==> src/source/pll_cfg_pkg.sv <==
package pll_cfg_pkg;

    localparam int GAIN_WIDTH    = 4;      // raw kp and ki fields
    localparam int TUNE_WIDTH    = 12;     // reference tuning word
    localparam int SW_WIDTH      = 16;     // switch word
    localparam int SW_LOAD_BIT   = 12;     // high: capture tuning word
    localparam int SW_ENABLE_BIT = 15;     // loop enable level
    localparam int KP_SW_LSB     = 8;      // kp sits in switches 11..8
    localparam int KI_SW_LSB     = 0;      // ki sits in switches 3..0

    localparam logic [GAIN_WIDTH-1:0] KP_RESET   = 4'd8;    // loop gains out of reset
    localparam logic [GAIN_WIDTH-1:0] KI_RESET   = 4'd9;
    localparam logic [TUNE_WIDTH-1:0] TUNE_RESET = 12'd19;  // reference word out of reset

    typedef struct packed {
        logic [GAIN_WIDTH-1:0] kp;         // upper nibble of the display value
        logic [GAIN_WIDTH-1:0] ki;         // lower nibble
    } pll_gain_t;

    typedef struct packed {
        pll_gain_t             gain;       // shared by both loop filters
        logic [TUNE_WIDTH-1:0] tune;       // reference nco word
    } pll_cfg_t;

    localparam pll_cfg_t CFG_RESET = '{gain: '{kp: KP_RESET, ki: KI_RESET}, tune: TUNE_RESET};

endpackage

==> src/source/pll_num_pkg.sv <==
package pll_num_pkg;

    localparam int ACCUM_WIDTH = 12;       // nco accumulator, shared by all oscillators
    localparam int PDET_WIDTH  = 8;        // signed phase error
    localparam int BIAS        = 154;      // free-running word of pll a
    localparam int KP_WIDTH    = 5;        // kp after zero extension
    localparam int KP_FRAC     = 4;        // kp fraction bits
    localparam int KI_WIDTH    = 9;        // ki after zero extension
    localparam int KI_FRAC     = 8;        // ki fraction bits
    localparam int INTEG_WIDTH = 20;       // integrator register
    localparam int ERR_MAX     = 127;      // phase error clip level

    localparam int INTEG_MAX = 2**(INTEG_WIDTH-1) - 1;    // integrator clip, positive side
    localparam int INTEG_MIN = -(2**(INTEG_WIDTH-1));     // integrator clip, negative side
    localparam int SUM_WIDTH = INTEG_WIDTH + 2;           // headroom for bias plus correction
    localparam int TUNE_MIN  = 1;                         // zero word would stall the nco
    localparam int TUNE_MAX  = 2**ACCUM_WIDTH - 1;        // largest word the nco accepts

    // clip a one-bit-wider signed value to +/- ERR_MAX
    function automatic logic signed [PDET_WIDTH-1:0] sat_err(
        input logic signed [PDET_WIDTH:0] val
    );
        logic signed [PDET_WIDTH-1:0] res;
        if (val > ERR_MAX)
            res = PDET_WIDTH'(ERR_MAX);                   // clip high
        else if (val < -ERR_MAX)
            res = PDET_WIDTH'(-ERR_MAX);                  // clip low, symmetric
        else
            res = val[PDET_WIDTH-1:0];                    // in range, drop the extra bit
        return res;
    endfunction

endpackage
==> src/source/pll_pair_top.sv <==
module pll_pair_top (
    input  logic                              clk258_x,
    input  logic                              rst_n_i,
    input  logic [pll_cfg_pkg::SW_WIDTH-1:0]  switches_i,    // 15 enable, 12 load
    output logic                              ref_clk_o,     // reference nco
    output logic                              pll_a_clk_o,
    output logic                              pll_a_div8_o,  // locks to ref_clk_o
    output logic                              pll_b_clk_o,
    output logic                              pll_b_div8_o,  // locks to pll_a_div8_o
    output pll_cfg_pkg::pll_gain_t            gain_disp_o    // {kp, ki} for the display
);
    import pll_num_pkg::*;
    import pll_cfg_pkg::*;

    pll_cfg_t                     cfg_x;
    logic                         loop_en_x;        // switch 15
    logic signed [PDET_WIDTH-1:0] err_a_x;          // ref vs a
    logic signed [PDET_WIDTH-1:0] err_b_x;          // a vs b
    logic                         err_a_valid_x;
    logic                         err_b_valid_x;
    logic signed [PDET_WIDTH-1:0] err_a_term_c;     // zero when no strobe
    logic signed [PDET_WIDTH-1:0] err_b_term_c;
    logic signed [PDET_WIDTH:0]   err_diff_c;       // guard bit for the subtraction
    logic signed [PDET_WIDTH-1:0] err_a_cpl_c;      // coupled error into pll a
    logic                         err_a_cpl_valid_c;

    assign loop_en_x = switches_i[SW_ENABLE_BIT];

    pll_config_regs config_regs_i (
        .clk258_x   (clk258_x),
        .rst_n_i    (rst_n_i),
        .switches_i (switches_i),
        .cfg_o      (cfg_x)
    );

    phase_accum_osc ref_osc_i (
        .clk258_x   (clk258_x),
        .rst_n_i    (rst_n_i),
        .enable_i   (1'b1),
        .tune_i     (cfg_x.tune),
        .clk_o      (ref_clk_o)
    );

    phase_detector pdet_a_i (
        .clk258_x    (clk258_x),
        .rst_n_i     (rst_n_i),
        .ref_i       (ref_clk_o),
        .gen_i       (pll_a_div8_o),
        .err_o       (err_a_x),
        .err_valid_o (err_a_valid_x)
    );

    phase_detector pdet_b_i (
        .clk258_x    (clk258_x),
        .rst_n_i     (rst_n_i),
        .ref_i       (pll_a_div8_o),       // a is b's reference
        .gen_i       (pll_b_div8_o),
        .err_o       (err_b_x),
        .err_valid_o (err_b_valid_x)
    );

    // a is pulled back when it leads b, so both loops settle together
    assign err_a_term_c      = err_a_valid_x ? err_a_x : '0;
    assign err_b_term_c      = err_b_valid_x ? err_b_x : '0;
    assign err_diff_c        = err_a_term_c - err_b_term_c;
    assign err_a_cpl_c       = sat_err(err_diff_c);
    assign err_a_cpl_valid_c = err_a_valid_x | err_b_valid_x;

    adpll_core #(
        .BIAS_WORD   (BIAS)
    ) pll_a_i (
        .clk258_x    (clk258_x),
        .rst_n_i     (rst_n_i),
        .enable_i    (loop_en_x),
        .gain_i      (cfg_x.gain),
        .err_i       (err_a_cpl_c),
        .err_valid_i (err_a_cpl_valid_c),
        .gen_clk_o   (pll_a_clk_o),
        .gen_div8_o  (pll_a_div8_o)
    );

    adpll_core #(
        .BIAS_WORD   (BIAS - 1)            // one step slow when open loop
    ) pll_b_i (
        .clk258_x    (clk258_x),
        .rst_n_i     (rst_n_i),
        .enable_i    (loop_en_x),
        .gain_i      (cfg_x.gain),
        .err_i       (err_b_x),
        .err_valid_i (err_b_valid_x),
        .gen_clk_o   (pll_b_clk_o),
        .gen_div8_o  (pll_b_div8_o)
    );

    assign gain_disp_o = cfg_x.gain;

endmodule

==> src/source/adpll_core.sv <==
module adpll_core #(
    parameter int BIAS_WORD = pll_num_pkg::BIAS        // free-running word
) (
    input  logic                                       clk258_x,
    input  logic                                       rst_n_i,
    input  logic                                       enable_i,     // loop closed when high
    input  pll_cfg_pkg::pll_gain_t                     gain_i,
    input  logic signed [pll_num_pkg::PDET_WIDTH-1:0]  err_i,        // from detector or coupling
    input  logic                                       err_valid_i,
    output logic                                       gen_clk_o,    // nco msb
    output logic                                       gen_div8_o    // gen_clk_o / 8
);
    import pll_num_pkg::*;

    logic [ACCUM_WIDTH-1:0] tune_x;        // filter to nco
    logic                   gen_d_r;       // previous nco sample
    logic                   gen_rise_c;
    logic [1:0]             edge_cnt_r;    // rising edges mod 4
    logic                   div8_r;

    pi_loop_filter #(
        .BIAS_WORD   (BIAS_WORD)
    ) loop_filter_i (
        .clk258_x    (clk258_x),
        .rst_n_i     (rst_n_i),
        .enable_i    (enable_i),
        .gain_i      (gain_i),
        .err_i       (err_i),
        .err_valid_i (err_valid_i),
        .tune_o      (tune_x)
    );

    phase_accum_osc dco_i (
        .clk258_x    (clk258_x),
        .rst_n_i     (rst_n_i),
        .enable_i    (1'b1),               // dco always runs, bias keeps it alive
        .tune_i      (tune_x),
        .clk_o       (gen_clk_o)
    );

    assign gen_rise_c = gen_clk_o & ~gen_d_r;

    // toggle every fourth rising edge, full period is eight nco cycles
    always_ff @(posedge clk258_x)
    begin
        if (!rst_n_i)
        begin
            gen_d_r    <= 1'b0;
            edge_cnt_r <= '0;
            div8_r     <= 1'b0;            // divided clock starts low
        end
        else
        begin
            gen_d_r <= gen_clk_o;
            if (gen_rise_c)
            begin
                edge_cnt_r <= edge_cnt_r + 2'd1;
                if (edge_cnt_r == 2'd3)
                    div8_r <= ~div8_r;     // fourth edge
            end
        end
    end

    assign gen_div8_o = div8_r;

endmodule

==> src/source/pi_loop_filter.sv <==
module pi_loop_filter #(
    parameter int BIAS_WORD = pll_num_pkg::BIAS        // free-running word, 1..4095
) (
    input  logic                                       clk258_x,
    input  logic                                       rst_n_i,
    input  logic                                       enable_i,     // low: open loop
    input  pll_cfg_pkg::pll_gain_t                     gain_i,
    input  logic signed [pll_num_pkg::PDET_WIDTH-1:0]  err_i,
    input  logic                                       err_valid_i,
    output logic [pll_num_pkg::ACCUM_WIDTH-1:0]        tune_o        // nco word
);
    import pll_num_pkg::*;
    import pll_cfg_pkg::*;

    logic signed [KP_WIDTH-1:0]            kp_c;          // unsigned gain, sign bit zero
    logic signed [KI_WIDTH-1:0]            ki_c;
    logic signed [PDET_WIDTH+KP_WIDTH-1:0] p_prod_c;      // err * kp
    logic signed [PDET_WIDTH+KI_WIDTH-1:0] i_prod_c;      // err * ki
    logic signed [INTEG_WIDTH:0]           integ_sum_c;   // one guard bit
    logic signed [INTEG_WIDTH-1:0]         integ_next_c;
    logic signed [SUM_WIDTH-1:0]           word_sum_c;    // bias + p term + i term
    logic [ACCUM_WIDTH-1:0]                tune_next_c;
    logic signed [INTEG_WIDTH-1:0]         integ_r;
    logic [ACCUM_WIDTH-1:0]                tune_r;

    assign kp_c = $signed({{(KP_WIDTH-GAIN_WIDTH){1'b0}}, gain_i.kp});   // kp / 16
    assign ki_c = $signed({{(KI_WIDTH-GAIN_WIDTH){1'b0}}, gain_i.ki});   // ki / 256

    assign p_prod_c    = err_i * kp_c;
    assign i_prod_c    = err_i * ki_c;
    assign integ_sum_c = integ_r + i_prod_c;

    // integrator clips instead of wrapping
    always_comb
    begin
        if (integ_sum_c > INTEG_MAX)
            integ_next_c = INTEG_WIDTH'(INTEG_MAX);
        else if (integ_sum_c < INTEG_MIN)
            integ_next_c = INTEG_WIDTH'(INTEG_MIN);
        else
            integ_next_c = integ_sum_c[INTEG_WIDTH-1:0];
    end

    // fractions dropped by arithmetic shift, new integrator value feeds the word
    assign word_sum_c = SUM_WIDTH'(p_prod_c >>> KP_FRAC)
                      + SUM_WIDTH'(integ_next_c >>> KI_FRAC)
                      + SUM_WIDTH'(BIAS_WORD);

    // keep the nco running, never a zero word
    always_comb
    begin
        if (word_sum_c < TUNE_MIN)
            tune_next_c = ACCUM_WIDTH'(TUNE_MIN);
        else if (word_sum_c > TUNE_MAX)
            tune_next_c = ACCUM_WIDTH'(TUNE_MAX);
        else
            tune_next_c = word_sum_c[ACCUM_WIDTH-1:0];
    end

    // back-to-back strobes each see the previous integrator, none lost
    always_ff @(posedge clk258_x)
    begin
        if (!rst_n_i || !enable_i)
        begin
            integ_r <= '0;                          // correction zero
            tune_r  <= ACCUM_WIDTH'(BIAS_WORD);     // exactly the bias
        end
        else if (err_valid_i)
        begin
            integ_r <= integ_next_c;
            tune_r  <= tune_next_c;                 // one cycle after the strobe
        end
    end

    assign tune_o = tune_r;

endmodule

==> src/source/phase_detector.sv <==
module phase_detector (
    input  logic                                       clk258_x,
    input  logic                                       rst_n_i,
    input  logic                                       ref_i,        // reference clock
    input  logic                                       gen_i,        // generated clock
    output logic signed [pll_num_pkg::PDET_WIDTH-1:0]  err_o,        // + means ref leads
    output logic                                       err_valid_o   // one-cycle strobe
);
    import pll_num_pkg::*;

    logic                         ref_d_r;       // previous ref sample
    logic                         gen_d_r;       // previous gen sample
    logic                         ref_rise_c;
    logic                         gen_rise_c;
    logic                         running_r;     // edge pair open
    logic                         up_r;          // ref opened the pair
    logic                         close_c;       // partner edge seen
    logic signed [1:0]            step_c;        // +1 or -1
    logic signed [PDET_WIDTH-1:0] cnt_r;         // cycles since opening edge
    logic signed [PDET_WIDTH:0]   cnt_step_c;    // next count before clipping
    logic signed [PDET_WIDTH-1:0] err_r;
    logic                         err_valid_r;

    assign ref_rise_c = ref_i & ~ref_d_r;
    assign gen_rise_c = gen_i & ~gen_d_r;
    assign close_c    = up_r ? gen_rise_c : ref_rise_c;   // only the other input closes
    assign step_c     = up_r ? 2'sb01 : 2'sb11;
    assign cnt_step_c = cnt_r + step_c;                   // sign extended to 9 bits

    always_ff @(posedge clk258_x)
    begin
        ref_d_r     <= ref_i;
        gen_d_r     <= gen_i;
        err_valid_r <= 1'b0;                              // strobe lasts one cycle
        if (!rst_n_i)
        begin
            ref_d_r   <= 1'b0;
            gen_d_r   <= 1'b0;
            running_r <= 1'b0;
        end
        else if (!running_r)
        begin
            if (ref_rise_c && gen_rise_c)
            begin
                err_r       <= '0;                        // aligned edges
                err_valid_r <= 1'b1;
            end
            else if (ref_rise_c || gen_rise_c)
            begin
                running_r <= 1'b1;
                up_r      <= ref_rise_c;                  // ref first counts up
                cnt_r     <= ref_rise_c ? PDET_WIDTH'(1) : PDET_WIDTH'(-1);
            end
        end
        else if (close_c)
        begin
            err_r       <= cnt_r;                         // result one cycle after close
            err_valid_r <= 1'b1;
            running_r   <= 1'b0;
        end
        else
        begin
            cnt_r <= sat_err(cnt_step_c);                 // sticks at +/- ERR_MAX
        end
    end

    // repeated edges of the opening input are ignored until the pair closes
    assign err_o       = err_r;
    assign err_valid_o = err_valid_r;

endmodule

==> src/source/phase_accum_osc.sv <==
module phase_accum_osc (
    input  logic                                 clk258_x,
    input  logic                                 rst_n_i,
    input  logic                                 enable_i,  // hold phase when low
    input  logic [pll_num_pkg::ACCUM_WIDTH-1:0]  tune_i,    // phase step per cycle
    output logic                                 clk_o      // accumulator msb
);
    import pll_num_pkg::*;

    // f_out = tune_i * f_clk258 / 2**ACCUM_WIDTH
    logic [ACCUM_WIDTH-1:0] accum_r;    // phase, wraps naturally

    always_ff @(posedge clk258_x)
    begin
        if (!rst_n_i)
        begin
            accum_r <= '0;                       // phase zero, clock low
        end
        else if (enable_i)
        begin
            accum_r <= accum_r + tune_i;         // modulo 4096 by width
        end
    end

    // msb is already a flop output, so clk_o is glitch free
    assign clk_o = accum_r[ACCUM_WIDTH-1];

endmodule

==> src/source/pll_config_regs.sv <==
module pll_config_regs (
    input  logic                              clk258_x,
    input  logic                              rst_n_i,
    input  logic [pll_cfg_pkg::SW_WIDTH-1:0]  switches_i,   // load level on bit 12
    output pll_cfg_pkg::pll_cfg_t             cfg_o         // gains plus reference word
);
    import pll_cfg_pkg::*;

    pll_cfg_t cfg_r;        // captured configuration
    logic     load_c;       // switch load level

    assign load_c = switches_i[SW_LOAD_BIT];

    // load high: tuning word follows the switches, gains frozen
    // load low: gains follow the switches, reference frequency untouched
    always_ff @(posedge clk258_x)
    begin
        if (!rst_n_i)
        begin
            cfg_r <= CFG_RESET;                                    // word 19, kp 8, ki 9
        end
        else if (load_c)
        begin
            cfg_r.tune <= switches_i[TUNE_WIDTH-1:0];              // bits 11..0
        end
        else
        begin
            cfg_r.gain.kp <= switches_i[KP_SW_LSB +: GAIN_WIDTH];  // bits 11..8
            cfg_r.gain.ki <= switches_i[KI_SW_LSB +: GAIN_WIDTH];  // bits 3..0
        end
    end

    assign cfg_o = cfg_r;   // one cycle behind the switches

endmodule

==> config.mk <==
export PLATFORM = sky130hd
export DESIGN_NAME = pll_pair_top
export DESIGN_NICKNAME = d
export VERILOG_FILES = /design/src/source/pll_cfg_pkg.sv /design/src/source/pll_num_pkg.sv /design/src/source/pll_pair_top.sv /design/src/source/adpll_core.sv /design/src/source/pi_loop_filter.sv /design/src/source/phase_detector.sv /design/src/source/phase_accum_osc.sv /design/src/source/pll_config_regs.sv
export SDC_FILE = /design/constraint.sdc
export NUM_CORES = 1
export LEC_CHECK = 0
export ABC_AREA = 0
export BUFFER_PORTS_ARGS = -buffer_cell sky130_fd_sc_hd__buf_4
export CELL_PAD_IN_SITES_DETAIL_PLACEMENT = 0
export CELL_PAD_IN_SITES_GLOBAL_PLACEMENT = 1
export CORE_ASPECT_RATIO = 0.6
export CORE_MARGIN = 8
export CORE_UTILIZATION = 45
export CTS_CLUSTER_SIZE = 40
export DETAILED_ROUTE_END_ITERATION = 12
export PLACE_DENSITY = 0.86
export SETUP_SLACK_MARGIN = 0.15
export SYNTH_ARGS = -nofsm -noshare
export SYNTH_HDL_FRONTEND = slang
export SYNTH_HIERARCHICAL = 1
export SYNTH_SLANG_ARGS = --single-unit
export TNS_END_PERCENT = 100
==> constraint.sdc <==
create_clock -name clk258_x -period 11.7 [get_ports clk258_x]
set_input_delay 0.585 -clock clk258_x [delete_from_list [all_inputs] [get_ports clk258_x]]
set_output_delay 0.585 -clock clk258_x [all_outputs]
set_load 0.03 [all_outputs]
==> impl_metrics.tcl, run 1 <==
set metrics [dict create \
    die_x_um 278.6 \
    cp.required_ns 11.95 \
    crit_path_end_kind "flip-flop" \
    comb_power_share 0.575 \
    finalWirelength_um 42360 \
    clk_latency_ns 0.44 \
    cts_setup_buffers 0 \
    critPathArrivalTime_ns 10.54 \
    grt_max_degree 62 \
    place.gp.congestion 0.8838 \
    finalHoldViolations 0 \
    yosysTopAreaCellShare 0.1580 \
    p_int_mw 1.535 \
    dp_hpwl_um 33870 \
    place_inst 2653 \
    viasPerCell 5.390 \
    ctsHoldBuffers 0 \
    core_sq_um 40650 \
    relSlewSlack 0.2442 \
    final_cell_area_sq_um 19870 \
    routedWlPerCell_um 15.78 \
    r2r-start "pdet_b_i/err_o[0]" \
    startpoint_type "flip-flop" \
    hold_depth 3 \
    overflow 0 \
    crit_path_max_incr_delay_ns 0.69 \
    critical_path_class "flip-flop to flip-flop" \
    synthArstFlopShare 0 \
    final_nets 2522 \
    critPathMaxFanout 11 \
    power_density_nw_per_um2 138.4 \
    drtAntennaViolNets 0 \
    drv_cap 0 \
    fp.dieH_um 173.5 \
    reg2reg_depth 35 \
    cts_tree "built" \
    layout_commonest_cell "inv_1" \
    fmax_ghz 0.09717 \
    synthesis.area_sq_um 18610 \
    seq_area_frac_synth 0.2011 \
    num_rows 57 \
    area_delta_synth_final_pct 6.735 \
    status "finished, final reports clean" \
    start_util 0.4579 \
    p_leak_nw 9.643 \
    grt_pass1_vias 14040 \
    drt-initial-drc-count 935 \
    hp-class "input port to flip-flop" \
    power_switching_mw 1.214 \
    hold_ws_ns 0.3569 \
    crit_start "pdet_b_i/err_o[0]" \
    cts_max_level 4 \
    place_ws_ns 1.555 \
    ys_ff_latch 170 \
    vias 14472 \
    port_buffers 28 \
    tightest_slew_ns 1.134 \
    finalClockSkew_ns 0.01164 \
    slew_violations 0 \
    stdcell_count 2685 \
    grt_util_all_layers 0.1745 \
    avgSynthCellArea_sq_um 8.751 \
    setup_viol 0 \
    cts-root-buf "clkbuf_16" \
    synth_edf_count 34 \
    dr.pass1.iters 5 \
    design.die.area_sq_um 48340 \
    hp-start "switches_i[4]" \
    cts_resized 0 \
    p_seq_frac 0.231 \
    min_period_ns 10.29 \
    placed_area_sq_um 19330 \
    antenna_found_initial 2 \
    final.setup.worst_slack_ns 1.409 \
    setup_tns_ns 0 \
    clk_pin_slew_ns 0.06 \
    hold-path-endpoint "config_regs_i/cfg_o[4]" \
    yosys_most_used_dff "dfxtp_1" \
    antenna_cells 0 \
    synthCells 2127 \
    p_clk_frac 0.194 \
    layout_common_cells "315 x inv_1, 235 x ha_1, 166 x nand2_1, 136 x dfxtp_1, 128 x fa_1" \
    synth.largest_area_cell "ha_1" \
    period_share 0.8796 \
    swShare 0.4416 \
    cp_slowest_cell "a21oi_1" \
    ys_types 97 \
    io-pin-count 31 \
    cts_sinks 170 \
    r2r_setup_slack_ns 1.41 \
    rsz0062_at_grt "false" \
    grt_pass1_wl_um 70900 \
    regToRegEndpoint "pll_a_i/loop_filter_i/tune_o[4]" \
    post-route-drc-count 0 \
    numCtsBuffers 17 \
    ys_top_cells_by_area "ha_1 16%, dfxtp_1 15%, fa_1 14%" \
    drive_gt1_frac 0.06917 \
    vdd_drop_max_v 0.0001501 \
    yosys_warnings 6 \
    clock_path_buffers 2 \
]
## flip-flops by register name, indices dropped and copies added, names as in the netlist, 12 cells and up
name	cells
config_regs_i/cfg_o	20
pll_a_i/loop_filter_i/integ_r	20
pll_b_i/loop_filter_i/integ_r	20
pll_a_i/dco_i/accum_r	12
pll_a_i/loop_filter_i/tune_o	12
pll_b_i/dco_i/accum_r	12
pll_b_i/loop_filter_i/tune_o	12
ref_osc_i/accum_r	12
## cells by family (layout without fill, tap and decap cells)
kind of cell | count (synthesis) | in the layout | share of synthesized area
compound gates | 472 | 472 | 0.1750
xor+xnor | 107 | 107 | 0.05115
fa+ha+maj | 382 | 382 | 0.3070
buf+inv | 366 | 384 | 0.07690
flops | 170 | 170 | 0.2011
mux | 47 | 47 | 0.02541
other cells | 3 | 12 | 0.0006049
simple gates | 580 | 580 | 0.1629
## cell type report
type / count / area [sq um]
Clock buffer: 23 / 469.2
Clock inverter: 9 / 63.81
Fill cell: 3793 / 20780
Inverter: 318 / 1199
Multi-Input combinational cell: 1600 / 13470
Sequential cell: 170 / 3744
Tap cell: 531 / 664.4
Timing Repair Buffer: 34 / 255.2
## routing by layer
layer,share of wire,GRT usage,up-vias
met5,0.00031,0,-
met4,0.0089,0.03120,2
met3,0.055,0.03146,29
met2,0.40,0.2464,292
met1,0.54,0.2727,6915
li1,-,-,7234
## worst max path at each step
| stage | endpoint | slack (ns) | cells past startpoint |
|---|---|---|---|
| after floorplan | pll_a_i/loop_filter_i/tune_o[1] | 3.25 | 39 |
| after global placement | pll_a_i/loop_filter_i/tune_o[7] | 1.81 | 34 |
| after detailed placement | pll_a_i/loop_filter_i/tune_o[7] | 1.56 | 34 |
| after CTS | pll_a_i/loop_filter_i/tune_o[7] | 1.53 | 34 |
| after global routing | pll_a_i/loop_filter_i/tune_o[7] | 0.77 | 34 |
| final | pll_a_i/loop_filter_i/tune_o[4] | 1.41 | 35 |
## per-stage QoR
step / total power, mW / utilization
detailed placement: 2.194 / 0.4756
floorplan: 1.856 / -
CTS: 2.748 / 0.4887
global route: 2.980 / 0.4887
global placement: 2.161 / 0.4756
finish: 2.750 / 0.4887
## worst max-delay path: cells and delay by family, from the launching register on
family                   cells  cell delay (ns)
AO/OA/AOI/OAI               14             4.30
adder cells (fa/ha/maj)      9             3.43
buffers and inverters        4             0.39
flip-flops                   1             0.51
AND/OR/NAND/NOR              8             1.45
## power by group through the flow
| stage | clock [mW] | sequential (mW) | combinational, mW |
|---|---|---|---|
| after floorplan | 0 | 0.645 | 1.21 |
| after global placement | 0 | 0.648 | 1.51 |
| after detailed placement | 0 | 0.649 | 1.54 |
| after CTS | 0.547 | 0.636 | 1.57 |
| after global routing | 0.566 | 0.638 | 1.78 |
| final | 0.532 | 0.636 | 1.58 |
## cells in the mapped netlist, drive strengths merged, types with 11 or more instances
cell type / number
ha: 235
o211ai: 17
inv: 317
o21ai: 111
or3: 14
nor2b: 44
o21a: 20
nand3: 42
fa: 128
o21bai: 14
o211a: 15
mux2i: 45
edfxtp: 34
a21o: 43
dfxtp: 136
nand2b: 36
maj3: 19
nand4: 11
nor3: 16
nor2: 73
and3: 13
xor2: 42
a31oi: 20
nand2: 167
buf: 18
xnor2: 65
clkbuf: 30
a21oi: 141
and2: 127
(Power assumes the default switching activity.)
==> run 2: changes to the inputs <==
--- a/config.mk
+++ b/config.mk
@@ -10,7 +10,7 @@
 export CELL_PAD_IN_SITES_DETAIL_PLACEMENT = 0
 export CELL_PAD_IN_SITES_GLOBAL_PLACEMENT = 1
 export CORE_ASPECT_RATIO = 0.6
-export CORE_MARGIN = 8
+export CORE_MARGIN = 1
 export CORE_UTILIZATION = 45
 export CTS_CLUSTER_SIZE = 40
 export DETAILED_ROUTE_END_ITERATION = 12
==> run 2 against run 1 <==
  * Clock power is 7.0% higher
  * Power increased by 2.3%
  * Via count grew 0.31%
==> impl_metrics.tcl, run 2 (synthesis gave the netlist of run 1 again) <==
set metrics [dict create \
    power_switching_mw 1.271 \
    hp-class "input port to flip-flop" \
    min_period_ns 10.00 \
    overflow 0 \
    design.die.area_sq_um 42210 \
    crit_buf_inv 7 \
    critical_path.top_delay_family "compound AO/OA/AOI/OAI gates" \
    p_seq_frac 0.225 \
    cts-root-buf "clkbuf_16" \
    io-pin-count 31 \
    p_clk_frac 0.202 \
    place_ws_ns 1.727 \
    critPathMaxFanout 51 \
    cts_max_level 4 \
    area_delta_synth_final_pct 7.172 \
    rsz0062_at_grt "false" \
    die_x_um 264.6 \
    fmax_ghz 0.1000 \
    clk_latency_ns 0.45 \
    cts_resized 0 \
    drive_gt1_frac 0.07226 \
    critPathArrivalTime_ns 10.26 \
    finalHoldViolations 0 \
    vdd_drop_max_v 0.0001503 \
    num_rows 57 \
    dr.pass1.iters 5 \
    grt_pass1_wl_um 71670 \
    setup_tns_ns 0 \
    grt_max_degree 65 \
    fill_cells 3844 \
    drt-initial-drc-count 1079 \
    critical_path_class "flip-flop to flip-flop" \
    swShare 0.4520 \
    finalClockSkew_ns 0.01304 \
    numCtsBuffers 17 \
    final_cell_area_sq_um 19950 \
    status "finished, final reports clean" \
    final_nets 2527 \
    clock_path_buffers 2 \
    placed_area_sq_um 19370 \
    layout_common_cells "315 x inv_1, 235 x ha_1, 166 x nand2_1, 136 x dfxtp_1, 128 x fa_1" \
    finalWirelength_um 43240 \
    cts_sinks 170 \
    vias 14517 \
    p_int_mw 1.541 \
    place_inst 2658 \
    period_share 0.8547 \
    antenna_cells 0 \
    fp.dieH_um 159.5 \
    stdcell_count 2690 \
    core_sq_um 40580 \
    cp.required_ns 11.96 \
    cts_tree "built" \
    power_density_nw_per_um2 141.0 \
    cts_setup_buffers 0 \
    grt_pass1_vias 14072 \
    tightest_slew_ns 1.078 \
    relSlewSlack 0.2811 \
    startpoint_type "flip-flop" \
    dp_hpwl_um 34220 \
    antenna_found_initial 0 \
    port_buffers 28 \
    drv_cap 0 \
    routedWlPerCell_um 16.07 \
    drtAntennaViolNets 0 \
    slew_violations 0 \
    total_power_mw 2.812 \
    place.gp.congestion 0.8970 \
    comb_power_share 0.573 \
    grt_util_all_layers 0.2084 \
    start_util 0.4587 \
    final.setup.worst_slack_ns 1.700 \
    post-route-drc-count 0 \
    viasPerCell 5.397 \
    clk_pin_slew_ns 0.07 \
    p_leak_nw 9.701 \
    layout_commonest_cell "inv_1" \
    setup_viol 0 \
    crit_path_end_kind "flip-flop" \
    cp_common_cell "inv_1" \
    crit_path_max_incr_delay_ns 0.56 \
    cp_slowest_cell "fa_1" \
    ctsHoldBuffers 0 \
]
-- run 2: metal layers --
metal / vias to the layer above / wire length (um) / track usage
li1: 7238 / - / -
met1: 6952 / 23160 / 0.3264
met2: 300 / 17310 / 0.2955
met3: 27 / 2350 / 0.03371
met4: 0 / 421 / 0.04466
met5: - / 0 / 0
-- run 2: worst paths after layout --
check / from / to / slack, ns / cells past startpoint
max: pdet_b_i/err_valid_o / pll_a_i/loop_filter_i/tune_o[1] / 1.70 / 35
min: switches_i[4] / config_regs_i/cfg_o[4] / 0.35 / 3
max reg2reg: pdet_b_i/err_valid_o / pll_a_i/loop_filter_i/tune_o[1] / 1.70 / 35
min reg2reg: pll_a_i/loop_filter_i/integ_r[19] / pll_a_i/loop_filter_i/integ_r[19] / 0.49 / 1
-- run 2: final cells by class --
class | instances | area (sq um) | share of cell area
Tap cell | 531 | 664.4 | 0.03330
Clock buffer | 18 | 429.2 | 0.02151
Sequential cell | 170 | 3744 | 0.1877
Inverter | 318 | 1199 | 0.06009
Clock inverter | 14 | 147.6 | 0.007401
Timing Repair Buffer | 39 | 292.8 | 0.01468
Multi-Input combinational cell | 1600 | 13470 | 0.6754
-- run 2: worst register-to-register path, delay by kind of cell, from the launching register on --
| family | cells | cell delay, ns |
|---|---|---|
| DFF | 1 | 0.31 |
| muxes | 1 | 0.35 |
| and+or+nand+nor | 7 | 1.93 |
| adders and majority gates | 8 | 2.89 |
| buffers and inverters | 7 | 1.38 |
| AOI/OAI and AO/OA | 12 | 2.96 |
-- run 2: metrics by stage --
step | hold slack (ns) | utilization
2_1_floorplan | 0.4484 | -
3_3_place_gp | 0.4628 | 0.4774
3_5_place_dp | 0.4737 | 0.4774
4_1_cts | 0.3382 | 0.4916
5_1_grt | 0.3625 | 0.4916
6_report | 0.3537 | 0.4916
-- run 2: power groups by stage --
stage	clock network (mW)	registers, mW	logic, mW
after global placement	0	0.645	1.53
after CTS	0.581	0.633	1.58
after global routing	0.602	0.635	1.80
after floorplan	0	0.645	1.21
final	0.569	0.633	1.61
after detailed placement	0	0.646	1.57
==> run 3: changes to the inputs <==
--- a/config.mk
+++ b/config.mk
@@ -15,6 +15,7 @@
 export CTS_CLUSTER_SIZE = 40
 export DETAILED_ROUTE_END_ITERATION = 12
 export PLACE_DENSITY = 0.86
+export REMOVE_ABC_BUFFERS = 1
 export SETUP_SLACK_MARGIN = 0.15
 export SYNTH_ARGS = -nofsm -noshare
 export SYNTH_HDL_FRONTEND = slang
==> run 3 against run 2 <==
  * Sequential share of layout area barely moved
  * Critical path type unchanged
  * Maximum frequency fell by 2.4%
  * Register-to-register slack got worse by 0.25 ns
  * Non-clock buffer count fell by 3
  * Utilization barely moved
  * Sequential power barely moved
  * Critical endpoint is now pll_a_i/loop_filter_i/tune_o[3]
  * Via count rose by 0.52%
==> impl_metrics.tcl, run 3 (synthesis gave the netlist of run 1 again) <==
set metrics [dict create \
    place_ws_ns 1.680 \
    cp_slowest_cell "a21oi_1" \
    status "finished, final reports clean" \
    crit_path_end_kind "flip-flop" \
    slew_violations 0 \
    start_util 0.4587 \
    io-pin-count 31 \
    area_delta_synth_final_pct 7.105 \
    overflow 0 \
    cp.required_ns 11.96 \
    critical_path_class "flip-flop to flip-flop" \
    power_density_nw_per_um2 140.1 \
    core_sq_um 40580 \
    cts_resized 0 \
    fill_cells 3779 \
    routedWlPerCell_um 16.08 \
    layout_common_cells "316 x inv_1, 235 x ha_1, 166 x nand2_1, 136 x dfxtp_1, 128 x fa_1" \
    drv_cap 0 \
    viasPerCell 5.429 \
    rsz0062_at_grt "false" \
    cts_sinks 170 \
    setup_viol 0 \
    drive_gt1_frac 0.07096 \
    setup_tns_ns 0 \
    fin_util 0.4913 \
    cts_setup_buffers 0 \
    final_nets 2524 \
    period_share 0.8758 \
    die_x_um 264.6 \
    finalClockSkew_ns 0.008393 \
    hp-class "input port to flip-flop" \
    power_switching_mw 1.238 \
    layout_commonest_cell "inv_1" \
    relSlewSlack 0.1940 \
    drt-initial-drc-count 950 \
    fp.dieH_um 159.5 \
    place.gp.congestion 0.9090 \
    clk_pin_slew_ns 0.08 \
    grt_pass1_wl_um 72520 \
    startpoint_type "flip-flop" \
    cts_max_level 4 \
    cts_tree "built" \
    critPathArrivalTime_ns 10.51 \
    num_rows 57 \
    p_seq_frac 0.227 \
    finalHoldViolations 0 \
    tightest_slew_ns 1.209 \
    p_leak_nw 9.686 \
    port_buffers 28 \
    p_int_mw 1.556 \
    vias 14592 \
    ctsHoldBuffers 0 \
    swShare 0.4432 \
    numCtsBuffers 17 \
    design.die.area_sq_um 42210 \
    critPathMaxFanout 11 \
    dp_hpwl_um 33980 \
    final.setup.worst_slack_ns 1.453 \
    crit_path_max_incr_delay_ns 0.64 \
    post-route-drc-count 0 \
    clock_path_buffers 2 \
    antenna_found_initial 2 \
    comb_power_share 0.565 \
    grt_max_degree 74 \
    grt_util_all_layers 0.2104 \
    cts-root-buf "clkbuf_16" \
    drtAntennaViolNets 0 \
    grt_pass1_vias 14355 \
    vdd_drop_max_v 0.0001205 \
    p_clk_frac 0.207 \
    finalWirelength_um 43210 \
    fmax_ghz 0.09759 \
    min_period_ns 10.25 \
    clk_latency_ns 0.45 \
    dr.pass1.iters 6 \
]
-- run 3: layer usage --
metal / vias up / track usage / share of wire
li1: 7241 / - / -
met1: 7023 / 0.3265 / 0.54
met2: 298 / 0.2988 / 0.39
met3: 28 / 0.04299 / 0.058
met4: 2 / 0.03594 / 0.0076
met5: - / 0 / 0.00025
-- run 3: per-stage QoR --
| stage | total power, mW | hold WS (ns) | area [sq um] | instances |
|---|---|---|---|---|
| after CTS | 2.787 | 0.3342 | 19930 | 2687 |
| after floorplan | 1.843 | 0.4469 | 18420 | 2088 |
| after global placement | 2.159 | 0.4650 | 19350 | 2655 |
| after global routing | 3.023 | 0.3587 | 19930 | 2687 |
| final | 2.794 | 0.3574 | 19940 | 2688 |
| after detailed placement | 2.185 | 0.4795 | 19350 | 2655 |
-- run 3: power by group through the flow --
stage	registers, mW	clock network [mW]	logic, mW
after floorplan	0.646	0	1.20
after global placement	0.647	0	1.51
after detailed placement	0.648	0	1.54
after CTS	0.635	0.593	1.56
after global routing	0.638	0.616	1.77
final	0.635	0.580	1.58
-- run 3: area by class of cell --
type	count	area, sq um	share of cell area
multi-input cells	1600	13470	0.6758
flip-flops and latches	170	3744	0.1878
inverters	318	1199	0.06012
well taps	531	664.4	0.03332
clock buffers	17	425.4	0.02134
repair buffers	36	270.3	0.01356
clock inverters	15	158.9	0.007970
diodes	1	2.502	0.0001255
-- run 3: worst paths after layout --
kind | startpoint | endpoint | slack, ns | cells past startpoint
max | pdet_b_i/err_o[0] | pll_a_i/loop_filter_i/tune_o[3] | 1.45 | 33
min | switches_i[4] | config_regs_i/cfg_o[4] | 0.36 | 3
max reg2reg | pdet_b_i/err_o[0] | pll_a_i/loop_filter_i/tune_o[3] | 1.45 | 33
min reg2reg | config_regs_i/cfg_o[0] | config_regs_i/cfg_o[0] | 0.49 | 2
-- run 3: worst max-delay path, delay by kind of cell (launching register included) --
kind                     cells  cell delay, ns
AO/OA/AOI/OAI               13            4.06
AND/OR/NAND/NOR              8            1.68
buffers and inverters        3            0.15
multiplexers                 1            0.36
adder cells (fa/ha/maj)      8            3.27
flip-flops                   1            0.51
